**src/common/stream_pkg.sv**
```systemverilog
package stream_pkg;

   // data word width
   localparam int DATA_W = 32;

   // delay amount width, fifo depth is 2**DELAY_W
   localparam int DELAY_W = 7;

   // tag carried next to each sample on channel b
   localparam int TAG_W = 4;

   // channel a payload
   typedef logic [DATA_W-1:0] word_t;

   // channel b payload, tag and data move as one entry
   typedef struct packed {
      logic [TAG_W-1:0] tag;
      word_t            data;
   } tagged_t;

endpackage

```
**src/common/cfg_pkg.sv**
```systemverilog
package cfg_pkg;

   // config port widths
   localparam int CFG_ADDR_W = 2;
   localparam int CFG_DATA_W = 32;

   // register map
   localparam logic [CFG_ADDR_W-1:0] ADDR_AMOUNT_A = 2'd0;
   localparam logic [CFG_ADDR_W-1:0] ADDR_AMOUNT_B = 2'd1;
   localparam logic [CFG_ADDR_W-1:0] ADDR_RUN      = 2'd2;

   // run level sits in this bit of the run register
   localparam int RUN_BIT = 0;

endpackage

```
**src/hdl/cfg_regs.sv**
```systemverilog
module cfg_regs #(
   parameter int DELAY_W = stream_pkg::DELAY_W
) (
   input  logic                          clk,
   input  logic                          rst,

   // write strobe port
   input  logic                          cfg_we_i,
   input  logic [cfg_pkg::CFG_ADDR_W-1:0] cfg_addr_i,
   input  logic [cfg_pkg::CFG_DATA_W-1:0] cfg_data_i,

   output logic                          running_o,
   output logic [DELAY_W-1:0]            amount_a_o,
   output logic [DELAY_W-1:0]            amount_b_o
);

   logic               running_q;
   logic [DELAY_W-1:0] amount_a_q;
   logic [DELAY_W-1:0] amount_b_q;

   // unmapped addresses fall through the case untouched
   always_ff @(posedge clk) begin
      if (rst) begin
         running_q  <= 1'b0;
         amount_a_q <= '0;
         amount_b_q <= '0;
      end else if (cfg_we_i) begin
         case (cfg_addr_i)
            cfg_pkg::ADDR_AMOUNT_A: begin
               amount_a_q <= cfg_data_i[DELAY_W-1:0];
            end
            cfg_pkg::ADDR_AMOUNT_B: begin
               amount_b_q <= cfg_data_i[DELAY_W-1:0];
            end
            cfg_pkg::ADDR_RUN: begin
               running_q <= cfg_data_i[cfg_pkg::RUN_BIT];
            end
            default: begin
               running_q <= running_q;
            end
         endcase
      end
   end

   assign running_o  = running_q;
   assign amount_a_o = amount_a_q;
   assign amount_b_o = amount_b_q;

endmodule

```
**config.mk**
```make
export PLATFORM = sky130hd
export DESIGN_NAME = cfg_regs
export DESIGN_NICKNAME = d
export VERILOG_FILES = /design/src/common/stream_pkg.sv /design/src/common/cfg_pkg.sv /design/src/hdl/cfg_regs.sv
export SDC_FILE = /design/constraint.sdc
export NUM_CORES = 1
export LEC_CHECK = 0
export BUFFER_PORTS_ARGS = -buffer_cell sky130_fd_sc_hd__buf_2
export CAP_MARGIN = 20
export CORE_UTILIZATION = 37
export DETAILED_ROUTE_END_ITERATION = 12
export PLACE_DENSITY = 0.86
export SYNTH_ARGS = -nofsm -noshare
export SYNTH_HDL_FRONTEND = slang
export SYNTH_SLANG_ARGS = --single-unit
```
**constraint.sdc**
```tcl
create_clock -name clk -period 1.1 [get_ports clk]
set_input_delay 0.22 -clock clk [delete_from_list [all_inputs] [get_ports clk]]
set_output_delay 0.22 -clock clk [all_outputs]
set_load 0.005 [all_outputs]
```
After elaboration in Yosys (flattened, before gate mapping)
Index checks and enable logic that the tools add are counted.
W data, S select, Z words.
Storage, ports and cells
  bits in registers: 15
  input bits: 37
  output and inout bits: 15
  word-level logic and storage cells: 9
Cells by class
  eq/ne operators: 2
  reductions and logical operators: 4
Operators by type and width (count)
  $reduce_and A2 Y1: 3
  $eq A2 B1 Y1 const B: 1
  $eq A2 B2 Y1 const B: 1
  $logic_not A2 Y1: 1

Depth between registers and ports, before layout
  depth in word-level cells: 2
  gate-level depth with buffers: 3
  depth with buffers taken out: 2

Worst setup path after synthesis
Ideal clock, no wire load.
  kind: input-to-reg
  start point: in cfg_addr_i[0] in the netlist's numbering
  end point: reg amount_a_q[0] (netlist: amount_a_o[0])
  library setup time: 0.119 ns
  arrival: 0.845 ns
  data required time: 0.981 ns
  path slack: 0.136 ns
  stages: 3
  path buffers: 1
  path through: or3b_1 > buf_6 > mux2i_1
On the way
  cells in the longest elaborated chain, start to end: 2
Ends and longest elaborated chain
  from (decl): RTL line cfg_regs.sv:9  | input logic [cfg_pkg::CFG_ADDR_W-1:0] cfg_addr_i,
  $logic_not A2 Y1: RTL line cfg_regs.sv:28  | case (cfg_addr_i)
  $reduce_and A2 Y1 (no line)
  to (signal assigned): RTL line cfg_regs.sv:30  | amount_a_q <= cfg_data_i[DELAY_W-1:0];
  to (decl): RTL line cfg_regs.sv:18  | logic [DELAY_W-1:0] amount_a_q;
Every way passes these cells.
A chain may end at the register's enable or synchronous reset.

Worst setup path after layout
  start point: reg amount_a_q[6] (netlist: amount_a_o[6])
  end point: out amount_a_o[6]
RTL lines
  to (decl): RTL line cfg_regs.sv:13  | output logic [DELAY_W-1:0] amount_a_o,
No word-level cell between the ends.

==> results.toml <==
[power_and_ir_drop]
p_switching_w = 0.000231
intPower_w = 0.000764
p_leak_nw = 0.405
powerDensity_mw_per_mm2 = 1250
pwr-share-clk_pct = 31.8
seqPwrFrac_pct = 57.4
combPwrFrac_pct = 10.8
ir_worst_vdd_mv = 0.786
switching_share_pct = 23.2

[die]
row_count = 14
start_util_pct = 40.9
ioPinCount = 52
die_area_mm2 = 0.00189
coreArea_mm2 = 0.00156
die_w_um = 43.5
die_h_um = 43.5

[clocking]
cts_hold_buffers = 0
cts.sinks = 15
post-cts-setup-buffer-count = 0
root_buffer = "clkbuf_4"
tritoncts = "done"
clk_pin_slew_ps = 90
clockBufferDepth = 2
clock_latency_ps = 290
cts_made_buffers = 3
h-tree-depth = 1
cts-resized-gates = 0

[grt]
grt.met2_usage_pct = 19.7
grt_use_met1_pct = 17.6
overflow = 0
grt_start_max_net_pins = 23
use_met3_pct = 2.50
grt_pass1_vias = 451
antenna_found_initial = 0
grt_usage_pct = 13.9
grt-busiest-layer = "met2"
grt_pass1_wl_um = 1860

[timing]
clock.fmax_mhz = 1030
hold_viol = 0
finalSetupViolations = 0
skew_ps = 0
drv_slew = 0
tightestPinTransition_ps = 252
final.min_clock_period_ps = 971
rsz0062_at_grt = "false"
setup_ws_ps = 129
setup_tns_ps = 0
fin_crit_sh_pct = 88.3
max-slew-margin-rel_pct = 83.2
holdWs_ps = 202

[placed_design]
gp_congestion = 0.609
dp_slack_ps = -15.6
io_buffer_count = 26
dp_cells = 98

[drt]
wl_per_cell_um = 10.9
drtIter0Drc = 10
viasPerCell = 4.79
drc_errors = 4
wirelength_um = 1120
dr.pass1.iters = 8
vias = 489
ant_nets = 0

[synthesis]
yosysMostFrequentCell = "nand2b_1"
synth_edf_count = 0
ys_seq_elements = 15
syn_inst = 59
synth_cell_types = 9
yosys.area.top_type = "dfxtp_1"
ys.warnings.count = 0
syn-num-nets = 96
synth_common_cells = "nand2b_1, dfxtp_1, mux2i_1, clkbuf_1"
synth_top_flop_cell = "dfxtp_1"
async_flop_share_pct = 0
netlist.area_leader.share_pct = 47.1
synth_area_per_cell_um2 = 10.8
synthesis.area_um2 = 638
synth-seq-area-share_pct = 47.1
ys_top_cells_by_area = "dfxtp_1, mux2i_1, nand2b_1, buf_6, and3b_2"

[cells_and_area]
nNetsFinal = 124
drive_above_1_share_pct = 36.0
area_growth_pct = 25.1
diodes = 0
fillers = 146
final_cells = 102

[setup_path]
arrival_ps = 750
path_cells = "buf_2"
critPathMaxFanout = 2
cp_num_buf_inv = 1
cp_data_required_time_ps = 880
worst_setup_path_start_kind = "flop"
critPathKind = "reg -> out"
critPathSlowestCell = "dfxtp_1"
end_kind = "output port"
critPathTopFamily = "flip-flops"
slowest_delay_ps = 350

[status]
violations = "DRC"
status = "finished, violations left"

[flow_run]
cap_violations = 0

[worst_hold_path]
hold_path_class = "in -> reg"
kinds of logic (layout without fill, tap and decap cells):
logic type / Yosys count / in the layout / synth area share (%)
flip-flops: 15 / 15 / 47.1
AND/OR/NAND/NOR: 25 / 25 / 25.7
buffers and inverters: 4 / 31 / 3.73
multiplexers: 15 / 15 / 23.5
routing by layer:
| metal | vias to the layer above | share of wire [%] | routed length (µm) |
|---|---|---|---|
| li1 | 246 | - | - |
| met1 | 219 | 49 | 544 |
| met5 | - | 0 | 0 |
| met4 | 0 | 3.6 | 40 |
| met2 | 19 | 41 | 462 |
| met3 | 5 | 6.2 | 69 |
layout by cell type (no fill, tap or decap):
cell type,Yosys,layout
dfxtp_1,15,15
clkbuf_1,2,1
buf_2,1,26
clkbuf_4,0,3
nand2b_1,22,22
or3b_1,1,1
mux2i_1,15,15
and3b_2,1,1
buf_4,0,1
nand3b_1,1,1
flip-flops by register name (all words and copies together) (netlist names):
name and count:
running_o 1, amount_a_o 7, amount_b_o 7
per-stage QoR:
stage | cell area, µm² | util [%] | total power [W]
floorplan | 638 | - | 0.000648
detailed placement | 772 | 49.5 | 0.000692
global route | 798 | 51.2 | 0.00104
finish | 798 | 51.2 | 0.000995
CTS | 798 | 51.2 | 0.00102
global placement | 772 | 49.5 | 0.000689
layout make-up:
| type | count | area (µm²) | share of cell area (%) |
|---|---|---|---|
| multi-input combinational | 40 | 314 | 39.3 |
| sequential | 15 | 300 | 37.6 |
| timing repair buffer | 27 | 138 | 17.2 |
| clock buffer | 4 | 26.3 | 3.29 |
| tap | 16 | 20.0 | 2.51 |
power by group through the flow:
stage	sequential, W	combinational (W)	clock (W)
final	0.000571	0.000108	0.000316
after global routing	0.000574	0.000119	0.000349
after CTS	0.000571	0.000109	0.000337
after detailed placement	0.000584	0.000109	0
after global placement	0.000583	0.000106	0
after floorplan	0.000586	0.0000621	0
path summary, 6_finish.rpt:
path,startpoint,end,slack (ps),cells past startpoint
max,amount_a_o[6],amount_a_o[6],130,1
min,cfg_data_i[6],amount_a_o[6],200,3
max reg2reg,amount_a_o[4],amount_a_o[4],520,2
min reg2reg,amount_a_o[2],amount_a_o[2],480,2
Note: power is estimated with default switching activity, not from simulation.
