## config.mk

```make
export PLATFORM = sky130hd
export DESIGN_NAME = delay_buffer_flat
export DESIGN_NICKNAME = d
export VERILOG_FILES = /design/src/common/mem_2p_if.sv /design/src/delay_buffer/sync_fifo.sv /design/src/delay_buffer/delay_buffer.sv /design/src/flat_wrapper.sv
export SDC_FILE = /design/constraint.sdc
export NUM_CORES = 1
export LEC_CHECK = 0
export BUFFER_PORTS_ARGS = -buffer_cell sky130_fd_sc_hd__buf_2
export CORE_AREA = 8 8 100 102
export DETAILED_ROUTE_END_ITERATION = 10
export DIE_AREA = 0 0 108 110
export PLACE_DENSITY_LB_ADDON = 0.1
export SYNTH_ARGS = -nofsm -noshare
export SYNTH_HDL_FRONTEND = slang
export SYNTH_SLANG_ARGS = --single-unit
```

## constraint.sdc

```tcl
create_clock -name clk -period 3.6 [get_ports clk]
set_input_delay 0.54 -clock clk [delete_from_list [all_inputs] [get_ports clk]]
set_output_delay 0.54 -clock clk [all_outputs]
set_load 0.05 [all_outputs]
```

## src/common/mem_2p_if.sv

```systemverilog
interface mem_2p_if #(
   parameter int  DELAY_W   = 7,
   parameter type payload_t = logic [31:0]
);

   // write port
   logic               w_en;
   logic [DELAY_W-1:0] w_addr;
   payload_t           w_data;

   // read port, data follows one cycle after r_en
   logic               r_en;
   logic [DELAY_W-1:0] r_addr;
   payload_t           r_data;

   // fifo side
   modport ctrl (
      output w_en,
      output w_addr,
      output w_data,
      output r_en,
      output r_addr,
      input  r_data
   );

   // storage side
   modport mem (
      input  w_en,
      input  w_addr,
      input  w_data,
      input  r_en,
      input  r_addr,
      output r_data
   );

endinterface

```

## src/delay_buffer/sync_fifo.sv

```systemverilog
module sync_fifo #(
   parameter int  DELAY_W   = 7,
   parameter type payload_t = logic [31:0]
) (
   input  logic             clk,
   input  logic             rst,

   // write side
   input  logic             w_en_i,
   input  payload_t         w_data_i,

   // read side
   input  logic             r_en_i,
   output payload_t         r_data_o,

   output logic [DELAY_W:0] level_o,

   // external storage
   mem_2p_if.ctrl           mem
);

   logic [DELAY_W-1:0] w_ptr;
   logic [DELAY_W-1:0] r_ptr;
   logic [DELAY_W:0]   level;

   // pointers wrap at the ram depth
   always_ff @(posedge clk) begin
      if (rst) begin
         w_ptr <= '0;
         r_ptr <= '0;
      end else begin
         if (w_en_i) begin
            w_ptr <= w_ptr + 1'b1;
         end
         if (r_en_i) begin
            r_ptr <= r_ptr + 1'b1;
         end
      end
   end

   // occupancy, unchanged on simultaneous read and write
   always_ff @(posedge clk) begin
      if (rst) begin
         level <= '0;
      end else begin
         case ({w_en_i, r_en_i})
            2'b10:   level <= level + 1'b1;
            2'b01:   level <= level - 1'b1;
            default: level <= level;
         endcase
      end
   end

   assign level_o = level;

   // requests go straight to the ram ports
   assign mem.w_en   = w_en_i;
   assign mem.w_addr = w_ptr;
   assign mem.w_data = w_data_i;

   assign mem.r_en   = r_en_i;
   assign mem.r_addr = r_ptr;

   // ram read register provides the one cycle read latency
   assign r_data_o = mem.r_data;

endmodule

```

## src/delay_buffer/delay_buffer.sv

```systemverilog
module delay_buffer #(
   parameter int  DELAY_W   = 7,
   parameter type payload_t = logic [31:0]
) (
   input  logic               clk,
   input  logic               rst,

   input  logic               running_i,
   input  logic [DELAY_W-1:0] amount_i,

   input  payload_t           in_i,
   output payload_t           out_o,

   // fifo storage
   mem_2p_if.ctrl             mem
);

   logic [DELAY_W:0] level;
   logic [DELAY_W:0] amount_ext;
   logic             rd_en;
   logic             wr_en;
   payload_t         fifo_data;
   payload_t         in_q;

   assign amount_ext = {1'b0, amount_i};

   // fill up to amount, then read and write every cycle
   assign wr_en = running_i && (level <= amount_ext);
   assign rd_en = running_i && (level >= amount_ext);

   sync_fifo #(
      .DELAY_W  (DELAY_W),
      .payload_t(payload_t)
   ) u_fifo (
      .clk     (clk),
      .rst     (rst),
      .w_en_i  (wr_en),
      .w_data_i(in_i),
      .r_en_i  (rd_en),
      .r_data_o(fifo_data),
      .level_o (level),
      .mem     (mem)
   );

   // one cycle path used when amount is zero
   always_ff @(posedge clk) begin
      if (rst) begin
         in_q <= '0;
      end else if (running_i) begin
         in_q <= in_i;
      end
   end

   // the fifo path adds the ram read cycle on top of amount
   always_comb begin
      if (amount_i == '0) begin
         out_o = in_q;
      end else begin
         out_o = fifo_data;
      end
   end

endmodule

```

## src/flat_wrapper.sv

```systemverilog
// flat-port wrapper written by rule: the top's interface ports become plain ports
module delay_buffer_flat 
#(
   parameter int  DELAY_W   = 7,
   parameter type payload_t = logic [31:0]
)
  (clk, rst, running_i, amount_i, in_i, out_o, mem_w_en, mem_w_addr, mem_w_data, mem_r_en, mem_r_addr, mem_r_data);
  mem_2p_if #(.DELAY_W(DELAY_W), .payload_t(payload_t)) mem_i ();
  input  logic clk;
  input  logic rst;
  input  logic running_i;
  input  logic [DELAY_W-1:0] amount_i;
  input  payload_t in_i;
  output payload_t out_o;
  output wire logic [$bits(mem_i.w_en)-1:0] mem_w_en;
  output wire logic [$bits(mem_i.w_addr)-1:0] mem_w_addr;
  output wire logic [$bits(mem_i.w_data)-1:0] mem_w_data;
  output wire logic [$bits(mem_i.r_en)-1:0] mem_r_en;
  output wire logic [$bits(mem_i.r_addr)-1:0] mem_r_addr;
  input wire logic [$bits(mem_i.r_data)-1:0] mem_r_data;
  assign mem_w_en = mem_i.w_en;
  assign mem_w_addr = mem_i.w_addr;
  assign mem_w_data = mem_i.w_data;
  assign mem_r_en = mem_i.r_en;
  assign mem_r_addr = mem_i.r_addr;
  assign mem_i.r_data = mem_r_data;
  delay_buffer #(.DELAY_W(DELAY_W), .payload_t(payload_t)) u_core (.clk(clk), .rst(rst), .running_i(running_i), .amount_i(amount_i), .in_i(in_i), .out_o(out_o), .mem(mem_i));
endmodule
```

* After elaboration in Yosys (flattened, before gate mapping)
Cells that the tools add are included.
Operators by class: $lt $le $gt $ge 2, reduce and logical (&&, ||, !) cells 4, muxes and demuxes 2, add/subtract/negate cells 4, eq/ne operators 2
Operators with widths (count):
- 32-bit two-way mux | 1
- 8-bit one-hot mux with 2 select lines | 1
- 7-bit by 1-bit adder with 7-bit output, second input constant | 2
- 8-bit by 1-bit adder with 8-bit output, second input constant | 1
- 8-bit by 7-bit >= comparator with 1-bit output | 1
- 8-bit by 7-bit <= comparator with 1-bit output | 1
- 8-bit by 1-bit subtractor with 8-bit output, second input constant | 1
- 7-bit zero test | 1
- 2-bit by 1-bit == test with 1-bit output, second input constant | 1
- 2-bit == test, second input constant | 1
- 1-bit logical AND | 2
- 2-bit nonzero test | 1
Storage, ports and cells: register bits after elaboration 54, input bits 74, logic and storage cells 18, output and inout bits 80

* Longest topological paths before layout
word-level depth 4, mapped depth 15, depth with buffers taken out 14

* Modules after synthesis
A second synthesis with hierarchy kept.
Unflattened totals: cell total of the unflattened synthesis 401, area, all modules 3719.8 µm²
Modules (own cells, without submodules):
- sync_fifo | sequential area each 440.4 µm², times used 1, area an instance 1866.8 µm², cells an instance 230
- delay_buffer | sequential area each 640.6 µm², times used 1, area an instance 1853.0 µm², cells an instance 171

* Least setup slack after synthesis
OpenSTA, ideal clock, no wires.
path kind input port to flip-flop, from in amount_i[6], to reg u_core.u_fifo.level[7], in the netlist u_core.u_fifo.level_o[7], path buffers 0, setup time 0.123 ns, arrival 3.178 ns, data required time 3.477 ns, path slack 0.299 ns, cell stages on the path 14, cell sequence inv_1 -> ha_1 -> a211oi_1 -> o211ai_1 -> nor2_1 -> or2_4 -> inv_1 -> ha_1 -> a21o_1 -> a21oi_1 -> o21ai_0 -> o31a_1 -> mux2i_1 -> mux2_1
On the way: longest elaborated chain between the ends 4, elaborated cells between the ends (all ways) 8, classes of those cells 2 x order compare; 2 x eq/ne; 1 x mux; 3 x reduce/logical
RTL lines:
- start, declared | line flat_wrapper.sv:12 | input logic [DELAY_W-1:0] amount_i;
- 8-bit by 7-bit >= comparator with 1-bit output or 8-bit by 7-bit <= comparator with 1-bit output (tied branches) | line delay_buffer.sv:29, delay_buffer.sv:28
- 1-bit logical AND (on tied branches) | line delay_buffer.sv:29, delay_buffer.sv:28
- 2-bit by 1-bit == test with 1-bit output or 2-bit == test (tied branches) | line sync_fifo.sv:46 | case ({w_en_i, r_en_i})
- 8-bit one-hot mux with 2 select lines or 2-bit nonzero test (tied branches)
- end signal, assigned | line sync_fifo.sv:47 | 2'b10: level <= level + 1'b1;
- end signal, assigned | line sync_fifo.sv:48 | 2'b01: level <= level - 1'b1;
- end signal, assigned | line sync_fifo.sv:49 | default: level <= level;
- end, declared | line sync_fifo.sv:24 | logic [DELAY_W:0] level;
Several ways; a longest one is shown, not always the timed one. A chain may end at the register's enable or synchronous reset.

* Final worst setup path
from reg u_core.u_fifo.level[6], in the netlist u_core.u_fifo.level_o[6], to reg u_core.u_fifo.level[7], in the netlist u_core.u_fifo.level_o[7]
On the way: longest elaborated chain between the ends 4, elaborated cells between the ends (all ways) 10, classes of those cells 2 x add/sub; 2 x order compare; 2 x eq/ne; 1 x mux; 3 x reduce/logical
RTL lines (line):
- 8-bit by 7-bit >= comparator with 1-bit output or 8-bit by 7-bit <= comparator with 1-bit output (tied branches) | delay_buffer.sv:29, delay_buffer.sv:28
- 1-bit logical AND (on tied branches) | delay_buffer.sv:29, delay_buffer.sv:28
- 2-bit by 1-bit == test with 1-bit output or 2-bit == test (tied branches) | sync_fifo.sv:46
- 8-bit one-hot mux with 2 select lines or 2-bit nonzero test (tied branches)
Several ways; a longest one is shown, not always the timed one.

==> results.sh <==
export IMPL_power_w=0.00138
export IMPL_via_per_inst=4.73
export IMPL_ctsLongestPathBuffers=2
export IMPL_syn_cell_area_mm2=0.00316
export IMPL_crit_start_category="flop"
export IMPL_cp_arrival_ns=3.51
export IMPL_timing_max_transition_violations_final=0
export IMPL_critical_path_cell_chain="ha_1, a211oi_1, o211ai_1, nor2_1, or2_4, inv_1, ha_1, a21o_1, a21oi_1, o21ai_0, o31a_1, mux2i_1, mux2_1"
export IMPL_finalCritPeriodShare_pct=92.3
export IMPL_finalWeightedCongestion=0.781
export IMPL_drive_gt1_share_pct=43.8
export IMPL_drcViolationCount=0
export IMPL_die_y_extent_um=110
export IMPL_synth_edff_count=0
export IMPL_number_of_global_route_vias_before_repair=2733
export IMPL_finalHoldViolations=0
export IMPL_tritoncts="done"
export IMPL_io_buffers=153
export IMPL_row_count=34
export IMPL_dpl_hpwl_mm=6.52
export IMPL_final_setup_skew_ns=0.00707
export IMPL_clock_fmax_mhz=301
export IMPL_timing_hold_worst_class="in -> reg"
export IMPL_ant_nets=0
export IMPL_timing_worst_slew_pin_value_ns=0.684
export IMPL_sequential_cell_area_mm2=0.00108
export IMPL_antenna_cells=0
export IMPL_cts_sinks=54
export IMPL_cell_types_with_the_highest_counts_after_synthesis="dfxtp_1 (54), nor2_1 (52), mux2i_1 (36)"
export IMPL_initial_antenna_violation_count=0
export IMPL_finish_net_count=543
export IMPL_end_kind="flop"
export IMPL_ys_async_sr_fraction_pct=0
export IMPL_yosys_area_top_type_share_pct=34.2
export IMPL_critPathSlowestCell="dfxtp_1"
export IMPL_power_leakage_nw=2.03
export IMPL_filler_cell_count=872
export IMPL_largest_net_degree_at_the_start_of_global_routing=46
export IMPL_cts_root_buf="clkbuf_8"
export IMPL_horizontal_die_dimension_um=108
export IMPL_clk_pin_slew_ns=0.10
export IMPL_ys_ff_latch=54
export IMPL_dr_total_vias=2656
export IMPL_rsz_0062_raised_after_global_routing="false"
export IMPL_syn_nets=425
export IMPL_irDropWorstVdd_mv=0.168
export IMPL_powerDensity_mw_per_mm2=356
export IMPL_register_area_share_after_synthesis_pct=34.2
export IMPL_syn_to_final_growth_pct=22.6
export IMPL_timing_worst_setup_path_type="reg -> reg"
export IMPL_pre_cts_ws_ns=-0.00292
export IMPL_outcome="finished clean"
export IMPL_htree_num_levels=2
export IMPL_critPathMaxFanout=6
export IMPL_floorplan_initialDensity_pct=37.4
export IMPL_drtPass1Iterations=4
export IMPL_fin_ws_ns=0.276
export IMPL_floorplan_io_pins=154
export IMPL_wl_per_cell_um=14.6
export IMPL_netlist_top_cell_by_area="dfxtp_1"
export IMPL_grtUsageTotal_pct=13.3
export IMPL_multiInputGateArea_mm2=0.00172
export IMPL_worst_endpoint_required_ns=3.79
export IMPL_dr_iter_0_viols=66
export IMPL_crit_path_frequent_cell="ha_1"
export IMPL_fp_coreArea_mm2=0.00847
export IMPL_grt_residual_overflow=0
export IMPL_cts_hold_repair_buffers=0
export IMPL_final_setup_viol_count=0
export IMPL_synth_cell_types=45
export IMPL_drt_total_wl_mm=8.20
export IMPL_cts_post_setup_buffers_inserted=0
export IMPL_clkLatencyLatePin_ns=0.30
export IMPL_tritoncts_num_buffers=5
export IMPL_grt_pass1_wl_mm=13.0
export IMPL_max_stage_delay_ns=0.43
export IMPL_netlist_instances=335
export IMPL_dominantRegCellSynth="dfxtp_1"
export IMPL_synth_area_per_cell_um2=9.45
export IMPL_final_min_clock_period_ns=3.32
export IMPL_maxSlewHeadroom_pct=54.4
export IMPL_yosysMostFrequentCell="dfxtp_1"
export IMPL_post_cts_resize_count=0
export IMPL_ys_top_cells_by_area="dfxtp_1 (34%), mux2i_1 (11%), mux2_2 (9.6%)"
export IMPL_ys_warn_count=0
export IMPL_die_area_mm2=0.0119
export IMPL_drv_cap=0
==> through the flow <==
step           cells  utilization (%)  hold slack [ns]  TNS (ns)  cell area (um2)
6_report         562             45.8            0.478         0             3880
5_1_grt          562             45.8            0.483         0             3880
4_1_cts          562             45.8            0.469         0             3880
3_5_place_dp     554             44.8            0.482  -0.00292             3790
3_3_place_gp     554             44.8            0.468         0             3790
2_1_floorplan    335                -            0.453         0             3160
==> cells in the final DEF (no fill, tap or decap), drive strengths merged, types with 2 or more instances in the layout <==
cell type / count
or2: 2
a21o: 2
xor2: 14
o21ai: 6
clkbuf: 6
nor2: 52
nor2b: 3
nand2b: 3
a211oi: 2
inv: 15
o211ai: 4
nand2: 8
buf: 158
mux2i: 36
xnor2: 2
ha: 15
dfxtp: 54
clkinv: 2
nand3: 5
mux2: 33
a21oi: 9
nand4: 7
==> cell type report <==
| type | instances | share of cell area (%) |
|---|---|---|
| multi-input cells | 219 | 44.3 |
| flip-flops and latches | 54 | 27.9 |
| repair buffers | 158 | 20.7 |
| well taps | 108 | 3.48 |
| clock buffers | 6 | 1.87 |
| inverters | 15 | 1.45 |
| clock inverters | 2 | 0.355 |
==> state kept, by name, summed over array words and instances, names as in the netlist <==
name	flops
u_core.in_q	32
u_core.u_fifo.level_o	8
u_core.u_fifo.mem.r_addr	7
u_core.u_fifo.mem.w_addr	7
==> worst max-delay path: cells and delay by family (launching register included) <==
| family | cells | cell delay, ns |
|---|---|---|
| buf+inv | 1 | 0.10 |
| mux | 2 | 0.50 |
| fa+ha+maj | 2 | 0.61 |
| flops | 1 | 0.43 |
| compound gates | 6 | 1.25 |
| simple gates | 2 | 0.30 |
==> worst paths after layout <==
check | slack, ns | depth (start not counted) | to | startpoint
max | 0.28 | 13 | u_core.u_fifo.level_o[7] | u_core.u_fifo.level_o[6]
min | 0.48 | 3 | u_core.in_q[21] | in_i[21]
max reg2reg | 0.28 | 13 | u_core.u_fifo.level_o[7] | u_core.u_fifo.level_o[6]
min reg2reg | 0.50 | 2 | u_core.in_q[2] | u_core.in_q[2]
==> per-layer routing <==
| layer | part of all wire, % | up-vias | global-route usage [%] |
|---|---|---|---|
| met5 | 0 | - | 0 |
| met4 | 1.1 | 0 | 2.87 |
| met3 | 8.4 | 7 | 4.59 |
| met2 | 50 | 88 | 23.8 |
| met1 | 40 | 1207 | 15.0 |
| li1 | - | 1354 | - |
==> where the power goes <==
part | internal (W) | leakage, nW | switching, W
clock network | 0.000138 | 0.0452 | 0.000197
logic | 0.000126 | 1.55 | 0.000271
registers | 0.000627 | 0.443 | 0.0000209
total | 0.000891 | 2.03 | 0.000488
==> kinds of logic (layout without fill, tap and decap cells) <==
family / count (synthesis) / in the layout / synth area share, %
muxes: 69 / 69 / 23.1
and+or+nand+nor: 88 / 88 / 13.7
DFF: 54 / 54 / 34.2
adders and majority gates: 16 / 16 / 6.56
AOI/OAI and AO/OA: 30 / 30 / 6.49
buffers and inverters: 62 / 181 / 11.5
xor gates and xnor gates: 16 / 16 / 4.43
No activity file was read; power rests on OpenSTA's default activity.
